--- src/hdl/rv_pkg.sv ---
package rv_pkg;

  localparam int xlen     = 32;
  localparam int pc_width = 16;

  ////////////////////////////////////////////////////////////////////////////
  // Opcodes and ALU operations
  ////////////////////////////////////////////////////////////////////////////

  typedef enum logic [6:0] {
    opc_op     = 7'b0110011,
    opc_op_imm = 7'b0010011,
    opc_lui    = 7'b0110111,
    opc_branch = 7'b1100011,
    opc_jal    = 7'b1101111,
    opc_jalr   = 7'b1100111
  } opcode_e;

  typedef enum logic [3:0] {
    alu_add    = 4'd0,
    alu_sub    = 4'd1,
    alu_and    = 4'd2,
    alu_or     = 4'd3,
    alu_xor    = 4'd4,
    alu_slt    = 4'd5,
    alu_sll    = 4'd6,
    alu_srl    = 4'd7,
    alu_pass_b = 4'd8
  } alu_op_e;

  ////////////////////////////////////////////////////////////////////////////
  // Instruction formats, msb first
  ////////////////////////////////////////////////////////////////////////////

  typedef struct packed {
    logic [6:0] funct7;
    logic [4:0] rs2;
    logic [4:0] rs1;
    logic [2:0] funct3;
    logic [4:0] rd;
    opcode_e    opcode;
  } r_fmt_t;

  typedef struct packed {
    logic [11:0] imm_11_0;
    logic [4:0]  rs1;
    logic [2:0]  funct3;
    logic [4:0]  rd;
    opcode_e     opcode;
  } i_fmt_t;

  // S and B share the register fields, B scrambles the offset
  typedef struct packed {
    logic       imm_12;
    logic [5:0] imm_10_5;
    logic [4:0] rs2;
    logic [4:0] rs1;
    logic [2:0] funct3;
    logic [3:0] imm_4_1;
    logic       imm_11;
    opcode_e    opcode;
  } b_fmt_t;

  // J reuses the same 20 upper bits in a different order
  typedef struct packed {
    logic [19:0] imm_31_12;
    logic [4:0]  rd;
    opcode_e     opcode;
  } u_fmt_t;

  typedef union packed {
    r_fmt_t r_fmt;
    i_fmt_t i_fmt;
    b_fmt_t b_fmt;
    u_fmt_t u_fmt;
  } instr_u;

  ////////////////////////////////////////////////////////////////////////////
  // Port and stage records
  ////////////////////////////////////////////////////////////////////////////

  typedef struct packed {
    instr_u              instr;
    logic [pc_width-1:0] pc;
  } instr_in_t;

  typedef struct packed {
    logic                valid;
    logic                illegal;
    logic [pc_width-1:0] pc;
    logic [4:0]          rs1;
    logic [4:0]          rs2;
    logic [4:0]          rd;
    logic [xlen-1:0]     rs1_data;
    logic [xlen-1:0]     rs2_data;
    logic [xlen-1:0]     imm;
    alu_op_e             alu_op;
    logic                alu_src_imm;
    logic                reg_write;
    logic                branch;
    logic [2:0]          branch_cond;
    logic                jal;
    logic                jalr;
    logic                lui;
  } dec_ex_t;

  typedef struct packed {
    logic                valid;
    logic                illegal;
    logic [pc_width-1:0] pc;
    logic [4:0]          rd;
    logic                reg_write;
    logic [xlen-1:0]     result;
  } ex_wb_t;

  typedef struct packed {
    logic                valid;
    logic [pc_width-1:0] target;
  } redirect_t;

  typedef struct packed {
    logic                valid;
    logic                illegal;
    logic [pc_width-1:0] pc;
    logic [4:0]          rd;
    logic                reg_write;
    logic [xlen-1:0]     result;
  } retire_t;

endpackage

--- src/hdl/reg_file.sv ---
`timescale 1ns/100ps

module reg_file (
  input  logic                    bus,
  input  logic                    reset,
  input  logic [4:0]              raddr1,
  input  logic [4:0]              raddr2,
  input  logic                    we,
  input  logic [4:0]              waddr,
  input  logic [rv_pkg::xlen-1:0] wdata,
  output logic [rv_pkg::xlen-1:0] rdata1,
  output logic [rv_pkg::xlen-1:0] rdata2
);

  // x0 has no storage
  logic [rv_pkg::xlen-1:0] regs [1:31];

  // Same-cycle write is passed straight through
  function automatic logic [rv_pkg::xlen-1:0] read_port(input logic [4:0] addr);
    if (addr == 5'd0) begin
      return '0;
    end
    if (we && waddr == addr) begin
      return wdata;
    end
    return regs[addr];
  endfunction

  always_comb begin
    rdata1 = read_port(raddr1);
    rdata2 = read_port(raddr2);
  end

  always_ff @(posedge bus) begin
    // No writes while the core sits in reset
    if (!reset && we && waddr != 5'd0) begin
      regs[waddr] <= wdata;
    end
  end

endmodule

--- src/hdl/decode_stage.sv ---
`timescale 1ns/100ps

module decode_stage (
  input  logic                    bus,
  input  logic                    reset,
  input  rv_pkg::instr_in_t       in,
  input  logic                    in_valid,
  input  rv_pkg::redirect_t       flush,
  input  logic [rv_pkg::xlen-1:0] rdata1,
  input  logic [rv_pkg::xlen-1:0] rdata2,
  output logic                    in_ready,
  output logic [4:0]              raddr1,
  output logic [4:0]              raddr2,
  output rv_pkg::dec_ex_t         dec_ex
);

  logic                    ready_q;
  logic                    fire;
  logic                    hold_valid;
  rv_pkg::instr_in_t       hold;
  rv_pkg::instr_u          ins;
  rv_pkg::dec_ex_t         dec_next;
  logic [19:0]             j_bits;
  logic [rv_pkg::xlen-1:0] imm_i;
  logic [rv_pkg::xlen-1:0] imm_b;
  logic [rv_pkg::xlen-1:0] imm_u;
  logic [rv_pkg::xlen-1:0] imm_j;

  assign in_ready = ready_q;
  assign fire     = in_valid && ready_q;

  //////////////////////////////////////////////////////////////////////////
  // Instruction holding register
  //////////////////////////////////////////////////////////////////////////

  always_ff @(posedge bus) begin
    if (reset) begin
      ready_q    <= 1'b0;
      hold_valid <= 1'b0;
    end else begin
      ready_q    <= 1'b1;
      // Word taken during a redirect is dropped
      hold_valid <= fire && !flush.valid;
    end
  end

  always_ff @(posedge bus) begin
    if (fire) begin
      hold <= in;
    end
  end

  assign ins    = hold.instr;
  assign raddr1 = ins.r_fmt.rs1;
  assign raddr2 = ins.r_fmt.rs2;

  // Immediates for each format
  assign j_bits = ins.u_fmt.imm_31_12;
  assign imm_i  = {{20{ins.i_fmt.imm_11_0[11]}}, ins.i_fmt.imm_11_0};
  assign imm_b  = {{19{ins.b_fmt.imm_12}}, ins.b_fmt.imm_12, ins.b_fmt.imm_11,
                   ins.b_fmt.imm_10_5, ins.b_fmt.imm_4_1, 1'b0};
  assign imm_u  = {ins.u_fmt.imm_31_12, 12'h000};
  assign imm_j  = {{11{j_bits[19]}}, j_bits[19], j_bits[7:0], j_bits[8], j_bits[18:9], 1'b0};

  //////////////////////////////////////////////////////////////////////////
  // Control generation
  //////////////////////////////////////////////////////////////////////////

  always_comb begin
    dec_next             = '0;
    dec_next.valid       = hold_valid;
    dec_next.pc          = hold.pc;
    dec_next.rs1         = ins.r_fmt.rs1;
    dec_next.rs2         = ins.r_fmt.rs2;
    dec_next.rd          = ins.r_fmt.rd;
    dec_next.rs1_data    = rdata1;
    dec_next.rs2_data    = rdata2;
    dec_next.alu_op      = rv_pkg::alu_add;
    dec_next.branch_cond = ins.b_fmt.funct3;

    case (ins.r_fmt.opcode)
      rv_pkg::opc_op: begin
        dec_next.reg_write = 1'b1;
        case (ins.r_fmt.funct3)
          3'b000: begin
            if (ins.r_fmt.funct7[5]) begin
              dec_next.alu_op = rv_pkg::alu_sub;
            end else begin
              dec_next.alu_op = rv_pkg::alu_add;
            end
          end
          3'b001:  dec_next.alu_op = rv_pkg::alu_sll;
          3'b010:  dec_next.alu_op = rv_pkg::alu_slt;
          3'b100:  dec_next.alu_op = rv_pkg::alu_xor;
          3'b101:  dec_next.alu_op = rv_pkg::alu_srl;
          3'b110:  dec_next.alu_op = rv_pkg::alu_or;
          3'b111:  dec_next.alu_op = rv_pkg::alu_and;
          default: dec_next.illegal = 1'b1;
        endcase
        // funct7 is zero except 0x20 for sub
        if (ins.r_fmt.funct7 != 7'b0000000 &&
            !(ins.r_fmt.funct7 == 7'b0100000 && ins.r_fmt.funct3 == 3'b000)) begin
          dec_next.illegal = 1'b1;
        end
      end
      rv_pkg::opc_op_imm: begin
        dec_next.reg_write   = 1'b1;
        dec_next.alu_src_imm = 1'b1;
        dec_next.imm         = imm_i;
        case (ins.i_fmt.funct3)
          3'b000:  dec_next.alu_op = rv_pkg::alu_add;
          3'b010:  dec_next.alu_op = rv_pkg::alu_slt;
          3'b100:  dec_next.alu_op = rv_pkg::alu_xor;
          3'b110:  dec_next.alu_op = rv_pkg::alu_or;
          3'b111:  dec_next.alu_op = rv_pkg::alu_and;
          default: dec_next.illegal = 1'b1;
        endcase
      end
      rv_pkg::opc_lui: begin
        dec_next.reg_write   = 1'b1;
        dec_next.alu_src_imm = 1'b1;
        dec_next.lui         = 1'b1;
        dec_next.imm         = imm_u;
        dec_next.alu_op      = rv_pkg::alu_pass_b;
      end
      rv_pkg::opc_branch: begin
        dec_next.branch = 1'b1;
        dec_next.imm    = imm_b;
        dec_next.alu_op = rv_pkg::alu_sub;
        // Only beq, bne and blt
        if (ins.b_fmt.funct3 != 3'b000 && ins.b_fmt.funct3 != 3'b001 &&
            ins.b_fmt.funct3 != 3'b100) begin
          dec_next.illegal = 1'b1;
        end
      end
      rv_pkg::opc_jal: begin
        dec_next.reg_write = 1'b1;
        dec_next.jal       = 1'b1;
        dec_next.imm       = imm_j;
      end
      rv_pkg::opc_jalr: begin
        dec_next.reg_write   = 1'b1;
        dec_next.jalr        = 1'b1;
        dec_next.alu_src_imm = 1'b1;
        dec_next.imm         = imm_i;
        dec_next.illegal     = ins.i_fmt.funct3 != 3'b000;
      end
      default: dec_next.illegal = 1'b1;
    endcase

    // Illegal words keep only their status
    if (dec_next.illegal) begin
      dec_next.reg_write = 1'b0;
      dec_next.branch    = 1'b0;
      dec_next.jal       = 1'b0;
      dec_next.jalr      = 1'b0;
      dec_next.lui       = 1'b0;
    end
  end

  //////////////////////////////////////////////////////////////////////////
  // Decode/execute register
  //////////////////////////////////////////////////////////////////////////

  always_ff @(posedge bus) begin
    if (reset || flush.valid || !hold_valid) begin
      dec_ex.valid     <= 1'b0;
      dec_ex.illegal   <= 1'b0;
      dec_ex.reg_write <= 1'b0;
      dec_ex.branch    <= 1'b0;
      dec_ex.jal       <= 1'b0;
      dec_ex.jalr      <= 1'b0;
      dec_ex.lui       <= 1'b0;
    end else begin
      dec_ex <= dec_next;
    end
  end

endmodule

--- src/hdl/execute_stage.sv ---
`timescale 1ns/100ps

module execute_stage (
  input  logic              bus,
  input  logic              reset,
  input  rv_pkg::dec_ex_t   dec_ex,
  output rv_pkg::ex_wb_t    ex_wb,
  output rv_pkg::redirect_t redirect
);

  logic                        fwd_ok;
  logic                        fwd1;
  logic                        fwd2;
  logic [rv_pkg::xlen-1:0]     op1;
  logic [rv_pkg::xlen-1:0]     op2;
  logic [rv_pkg::xlen-1:0]     alu_b;
  logic [rv_pkg::xlen-1:0]     alu_res;
  logic [rv_pkg::xlen-1:0]     link;
  logic [rv_pkg::xlen-1:0]     result;
  logic [rv_pkg::xlen-1:0]     jalr_sum;
  logic [rv_pkg::pc_width-1:0] pc_plus4;
  logic [rv_pkg::pc_width-1:0] br_target;
  logic                        eq;
  logic                        less;
  logic                        cond_met;

  // Distance 1 bypass from the entry one stage ahead
  assign fwd_ok = ex_wb.valid && ex_wb.reg_write && ex_wb.rd != 5'd0;
  assign fwd1   = fwd_ok && ex_wb.rd == dec_ex.rs1;
  assign fwd2   = fwd_ok && ex_wb.rd == dec_ex.rs2;
  assign op1    = fwd1 ? ex_wb.result : dec_ex.rs1_data;
  assign op2    = fwd2 ? ex_wb.result : dec_ex.rs2_data;
  assign alu_b  = dec_ex.alu_src_imm ? dec_ex.imm : op2;

  // Branches use rs2 here, so one comparator serves slt and blt
  assign eq   = op1 == alu_b;
  assign less = $signed(op1) < $signed(alu_b);

  //////////////////////////////////////////////////////////////////////////
  // ALU and result select
  //////////////////////////////////////////////////////////////////////////

  always_comb begin
    case (dec_ex.alu_op)
      rv_pkg::alu_add:    alu_res = op1 + alu_b;
      rv_pkg::alu_sub:    alu_res = op1 - alu_b;
      rv_pkg::alu_and:    alu_res = op1 & alu_b;
      rv_pkg::alu_or:     alu_res = op1 | alu_b;
      rv_pkg::alu_xor:    alu_res = op1 ^ alu_b;
      rv_pkg::alu_slt:    alu_res = {{(rv_pkg::xlen - 1){1'b0}}, less};
      rv_pkg::alu_sll:    alu_res = op1 << alu_b[4:0];
      rv_pkg::alu_srl:    alu_res = op1 >> alu_b[4:0];
      rv_pkg::alu_pass_b: alu_res = alu_b;
      default:            alu_res = '0;
    endcase
  end

  assign pc_plus4 = dec_ex.pc + 3'd4;
  assign link     = {{(rv_pkg::xlen - rv_pkg::pc_width){1'b0}}, pc_plus4};

  always_comb begin
    if (dec_ex.jal || dec_ex.jalr) begin
      result = link;
    end else if (dec_ex.lui) begin
      result = dec_ex.imm;
    end else begin
      result = alu_res;
    end
  end

  //////////////////////////////////////////////////////////////////////////
  // Branch decision and redirect
  //////////////////////////////////////////////////////////////////////////

  always_comb begin
    case (dec_ex.branch_cond)
      3'b000:  cond_met = eq;
      3'b001:  cond_met = !eq;
      3'b100:  cond_met = less;
      default: cond_met = 1'b0;
    endcase
  end

  assign jalr_sum  = op1 + dec_ex.imm;
  assign br_target = dec_ex.pc + dec_ex.imm[rv_pkg::pc_width-1:0];

  assign redirect.valid  = dec_ex.valid &&
                           ((dec_ex.branch && cond_met) || dec_ex.jal || dec_ex.jalr);
  // jalr target has bit 0 forced low
  assign redirect.target = dec_ex.jalr ? {jalr_sum[rv_pkg::pc_width-1:1], 1'b0} : br_target;

  // Execute/writeback register
  always_ff @(posedge bus) begin
    if (reset) begin
      ex_wb.valid     <= 1'b0;
      ex_wb.illegal   <= 1'b0;
      ex_wb.reg_write <= 1'b0;
    end else begin
      ex_wb.valid     <= dec_ex.valid;
      ex_wb.illegal   <= dec_ex.valid && dec_ex.illegal;
      ex_wb.reg_write <= dec_ex.valid && dec_ex.reg_write;
      ex_wb.pc        <= dec_ex.pc;
      ex_wb.rd        <= dec_ex.rd;
      ex_wb.result    <= result;
    end
  end

endmodule

--- src/hdl/writeback_stage.sv ---
`timescale 1ns/100ps

module writeback_stage (
  input  logic                    bus,
  input  logic                    reset,
  input  rv_pkg::ex_wb_t          ex_wb,
  output logic                    we,
  output logic [4:0]              waddr,
  output logic [rv_pkg::xlen-1:0] wdata,
  output rv_pkg::retire_t         retire
);

  // Register file write, never to x0
  assign we    = ex_wb.valid && ex_wb.reg_write && !ex_wb.illegal && ex_wb.rd != 5'd0;
  assign waddr = ex_wb.rd;
  assign wdata = ex_wb.result;

  //////////////////////////////////////////////////////////////////////////
  // Retire record, one cycle behind the write
  //////////////////////////////////////////////////////////////////////////

  always_ff @(posedge bus) begin
    if (reset) begin
      retire.valid     <= 1'b0;
      retire.illegal   <= 1'b0;
      retire.reg_write <= 1'b0;
    end else begin
      retire.valid     <= ex_wb.valid;
      retire.illegal   <= ex_wb.valid && ex_wb.illegal;
      // Reports whether the register really changed
      retire.reg_write <= we;
      retire.pc        <= ex_wb.pc;
      retire.rd        <= ex_wb.rd;
      retire.result    <= ex_wb.result;
    end
  end

endmodule

--- src/hdl/core_top.sv ---
`timescale 1ns/100ps

module core_top (
  input  logic              bus,
  input  logic              reset,
  input  rv_pkg::instr_in_t in,
  input  logic              in_valid,
  output logic              in_ready,
  output rv_pkg::redirect_t redirect,
  output rv_pkg::retire_t   retire
);

  logic [4:0]              raddr1;
  logic [4:0]              raddr2;
  logic [rv_pkg::xlen-1:0] rdata1;
  logic [rv_pkg::xlen-1:0] rdata2;
  logic                    we;
  logic [4:0]              waddr;
  logic [rv_pkg::xlen-1:0] wdata;
  rv_pkg::dec_ex_t         dec_ex;
  rv_pkg::ex_wb_t          ex_wb;

  reg_file i_reg_file (
    .bus    (bus),
    .reset  (reset),
    .raddr1 (raddr1),
    .raddr2 (raddr2),
    .we     (we),
    .waddr  (waddr),
    .wdata  (wdata),
    .rdata1 (rdata1),
    .rdata2 (rdata2)
  );

  // Redirect doubles as the decode flush
  decode_stage i_decode_stage (
    .bus      (bus),
    .reset    (reset),
    .in       (in),
    .in_valid (in_valid),
    .flush    (redirect),
    .rdata1   (rdata1),
    .rdata2   (rdata2),
    .in_ready (in_ready),
    .raddr1   (raddr1),
    .raddr2   (raddr2),
    .dec_ex   (dec_ex)
  );

  execute_stage i_execute_stage (
    .bus      (bus),
    .reset    (reset),
    .dec_ex   (dec_ex),
    .ex_wb    (ex_wb),
    .redirect (redirect)
  );

  writeback_stage i_writeback_stage (
    .bus    (bus),
    .reset  (reset),
    .ex_wb  (ex_wb),
    .we     (we),
    .waddr  (waddr),
    .wdata  (wdata),
    .retire (retire)
  );

endmodule

--- config.mk ---
export PLATFORM = sky130hd
export DESIGN_NAME = core_top
export DESIGN_NICKNAME = d
export VERILOG_FILES = /design/src/hdl/rv_pkg.sv /design/src/hdl/reg_file.sv /design/src/hdl/decode_stage.sv /design/src/hdl/execute_stage.sv /design/src/hdl/writeback_stage.sv /design/src/hdl/core_top.sv
export SDC_FILE = /design/constraint.sdc
export NUM_CORES = 2
export LEC_CHECK = 0
export BUFFER_PORTS_ARGS = -buffer_cell sky130_fd_sc_hd__buf_2
export CORE_ASPECT_RATIO = 1.5
export CORE_MARGIN = 2
export CORE_UTILIZATION = 55
export CTS_CLUSTER_DIAMETER = 30
export DETAILED_ROUTE_END_ITERATION = 8
export PLACE_DENSITY = 0.8
export REMOVE_ABC_BUFFERS = 1
export SETUP_SLACK_MARGIN = 0.15
export SLEW_MARGIN = 5
export SYNTH_ARGS = -nofsm -noshare
export SYNTH_HDL_FRONTEND = slang
export SYNTH_HIERARCHICAL = 1
export SYNTH_SLANG_ARGS = --single-unit
--- constraint.sdc ---
create_clock -name bus -period 33.6 [get_ports bus]
set_input_delay 1.68 -clock bus [delete_from_list [all_inputs] [get_ports bus]]
set_output_delay 1.68 -clock bus [all_outputs]
set_load 0.1 [all_outputs]
==> impl_summary.md <==
Synthesis
The most used flip-flop cell after synthesis is edfxtp_1. The sequential cell area fraction in the yosys report is 55.8%. The synthesized netlist devotes 12.2% of its cell area to compound gates. After synthesis the netlist holds a flip-flop and latch count of 1296. The multiplexer share of the synthesized area is 18.6%.

The dominant cell type by area after synthesis is edfxtp_1. Yosys mapped a number of flops with a built-in enable equal to 1281. The count of distinct cell types in the synthesized netlist is 115. The synthesized netlist devotes 6.10% of its cell area to simple gates.

After synthesis, the share of flip-flops with an asynchronous set or reset is 0%. The xor and xnor area share after synthesis is 0.970%. Of the total synthesized cell area, the portion taken by full adders, half adders and majority gates is 2.40%. By area the synthesized netlist is led by edfxtp_1 (55%), mux4_2 (9.2%), mux2i_1 (8.1%), ha_1 (2.3%), a21oi_1 (1.7%).

Summed over its instances, the top area cell type makes up 55.3% of the synthesized netlist area. The dominant combinational cell family by area after synthesis is multiplexers. During synthesis, Yosys emitted a total of 6 warnings.

The cell area after synthesis is 69500 um2. Dividing the synthesized area by the synthesized cell count gives 13.8 um2. The cell count after synthesis came out at 5056.

Global routing
Across every metal layer, demand over resource in global routing totals 43.7%. The wire length of the first global-routing pass is 391 mm. The via count of the first global-routing pass is 51800. The number of antenna violations at the first check in global routing is 11. Entering global routing, the biggest net connects 142 pins. After global routing the overflow that remains totals 0.

Clocking
CTS saw 1296 sinks. The H-tree generated during clock tree synthesis spans 4 levels. The number of gates resized after CTS was 0.

The CTS buffer count is 185. Clock latency on the worst-skew pair, taken at its later pin, is 860 ps. The cts-stage hold buffer count is 0.

Clock-pin slew was measured on the worst setup and hold paths at 50 ps. Counting along the longest clock path gives a buffer depth of 3. The total setup buffers inserted after CTS is 0. The clock tree root driver cell is clkbuf_16. TritonCTS built the clock tree.

Place
The wire-length estimate of the detail-placed layout is 182 mm. At the end of routability-driven placement, the weighted congestion stood at 1.03. The number of input and output port buffers inserted is 124.

Timing
The max-slew violation count is 0. The largest clock skew in the final design is 56.8 ps. The worst-margin pin slew is 1440 ps. The clock period could shrink to 10590 ps. The total of endpoints with negative setup slack in the final report is 0. The headroom to the max-slew limit is 3.22%. For this run, the top clock speed supported by timing is 94.4 MHz.

Setup repair after global routing left no endpoint under its margin. The count of endpoints failing hold in the final timing report came to 0. After routing, the total negative slack on setup checks comes to 0 ps.

After layout, the worst path uses 31.5% of the clock period.

Route
For this block, the via count after detailed routing is 52100. After detailed routing, the number of remaining DRC violations is 0. The wire length per cell after detailed routing is 41.1 um.

The number of nets still failing antenna checks after routing is 0. The DRC violation total after the first TritonRoute iteration is 7503. Dividing the detail-routed via count by the number of cells gives 7.53. After detailed routing, the total wire length is 285 mm. The number of iterations in the first detailed-routing pass is 7.

Power
Across the VDD grid, the largest voltage drop is 0.0506 mV. The leakage power of the design is 27.8 nW. The internal power summed over all cells is 3.09 mW. Net switching is 25.4% of the power. Combinational logic is responsible for 7.8% of the overall power. The net switching power is 1.05 mW.

The portion of total power attributed to the clock network is 48.9%. The power per standard cell area is 53.0 nW/um2. Sequential cells burn 43.3% of the power.

Setup path
The sort of element at the start of the critical path is a flip-flop. The classification of the worst setup path is reg -> out. STA puts the critical path data required time at 31920 ps. Along the worst path, the maximum fanout reaches 17.

The worst setup path is captured at an output pin. The critical path goes through xnor2_1 > nand4_1 > nor2_4 > mux2i_1 > ha_1 > inv_1 > fa_1 > nor2b_1 > o2111ai_1 > a31oi_1 > o21ai_0 > a21oi_1 > a2111oi_2 > o31ai_1 > a21oi_1 > o21ai_0 > a21oi_1 > buf_2. For the worst setup path, the data arrival time is 8910 ps. For this run, the slowest stage of the critical path takes 950 ps. By instance count, the cell type seen most on the critical path is a21oi_1. The largest individual stage delay along the critical path comes from the cell a2111oi_2.

Cells and area
In the final layout, the share of cells above drive strength 1 is 21.3%. At the end of the flow the core is filled with cells to 62.5%. The layout-stage area growth over the synthesis result is 12.6%. The final layout contains 5321 nets. Leaving out fill and tap cells, the most frequent cells in the layout are edfxtp_1 (1281), mux2i_1 (563), mux4_2 (284), nand2_1 (266), nor2_1 (263). The commonest non-fill, non-tap cell in the layout is edfxtp_1.

Floorplan
The floorplan step defined a die boundary enclosing 129000 um2. The die is 294 um wide. For this configuration, the core starts out at a cell density of 55.5%. The floorplan die height is 439 um.

The area of the core is 125000 um2. The boundary pin count is 125. The initialized floorplan defines 159 standard-cell rows.

Run
The count of max-cap constraint violations is 0.

Outcome
The flow ran to the end, and the final reports show no timing, DRC or antenna violations.

Worst hold path
In this run the worst hold path is classified as reg -> reg.
[critical path, delay by kind of cell (launching register included)]
family | cells | cell delay [ps]
flip-flops | 1 | 810
multiplexers | 1 | 600
buffers and inverters | 2 | 600
AND/OR/NAND/NOR | 3 | 1090
adder cells (fa/ha/maj) | 2 | 720
AO/OA/AOI/OAI | 9 | 4010
XOR/XNOR | 1 | 210
[layout make-up]
class / count / area [um2]
repair buffers: 306 / 2020
clock buffers: 195 / 4700
flip-flops and latches: 1296 / 38800
fillers: 8991 / 47000
diodes: 7 / 17.5
clock inverters: 153 / 1870
inverters: 124 / 472
multi-input cells: 3226 / 28400
well taps: 1610 / 2010
[routing by layer]
metal  track usage (%)  vias up  wire, um
li1                  -    20500         -
met1              47.5    25500     86500
met2              69.1     4637    132000
met3              11.1     1465     32800
met4              42.4        6     33500
met5                 0        -        38
[logic make-up after synthesis]
group,count (synthesis)
AOI/OAI and AO/OA,1182
xor gates and xnor gates,77
adders and majority gates,131
buffers and inverters,534
DFF,1296
muxes,923
and+or+nand+nor,913
[power groups by stage]
stage | clock (mW) | combinational [mW] | sequential, mW
after floorplan | 0 | 0.195 | 1.87
after global placement | 0 | 0.309 | 1.83
after detailed placement | 0 | 0.311 | 1.83
after CTS | 2.03 | 0.313 | 1.79
after global routing | 2.10 | 0.330 | 1.79
final | 2.03 | 0.325 | 1.79
[sequential cells by signal, indices dropped and copies added (netlist names)]
| signal | count |
|---|---|
| i_decode_stage/dec_ex | 142 |
| i_reg_file/regs | 992 |
| i_writeback_stage/retire | 56 |
| i_decode_stage/hold_valid | 1 |
| i_decode_stage/in_ready | 1 |
| i_execute_stage/ex_wb | 56 |
| i_decode_stage/ins | 32 |
| i_decode_stage/dec_next | 16 |
[through the flow]
| stage | setup WS, ps | instance area (um2) | power (mW) | cells | hold slack [ps] |
|---|---|---|---|---|---|
| 2_1_floorplan | 16630 | 67300 | 2.06 | 4646 | 400 |
| 3_3_place_gp | 24510 | 71700 | 2.14 | 6562 | 400 |
| 3_5_place_dp | 24380 | 71700 | 2.14 | 6562 | 405 |
| 4_1_cts | 23430 | 78300 | 4.14 | 6910 | 416 |
| 5_1_grt | 23050 | 78300 | 4.23 | 6913 | 422 |
| 6_report | 23010 | 78300 | 4.15 | 6917 | 416 |
[cells in the mapped netlist (24+ instances only)]
cell type / number
a221oi_1: 52
buf_2: 85
o21ai_0: 142
buf_4: 84
buf_6: 32
nand3_1: 81
nor2_1: 298
nor3_1: 78
ha_1: 127
a21o_1: 33
nand2_1: 268
a31oi_1: 30
a22oi_1: 61
clkbuf_1: 184
o221ai_1: 31
a211oi_1: 101
edfxtp_1: 1281
o22ai_1: 117
inv_1: 119
a211o_1: 25
nor2b_1: 24
a21oi_1: 232
xnor2_1: 56
mux2_2: 58
mux2i_1: 564
a32o_1: 38
mux4_2: 284
o211ai_1: 48
[final timing paths]
| path | slack, ps | to | cells past startpoint | start |
|---|---|---|---|---|
| max | 23010 | redirect[16] | 18 | i_execute_stage/ex_wb[35] |
| min | 420 | i_writeback_stage/retire[49] | 0 | i_execute_stage/ex_wb[49] |
| max reg2reg | 24340 | i_decode_stage/dec_ex[7] | 22 | i_execute_stage/ex_wb[36] |
| min reg2reg | 420 | i_writeback_stage/retire[49] | 0 | i_execute_stage/ex_wb[49] |
(Power assumes the default switching activity.)
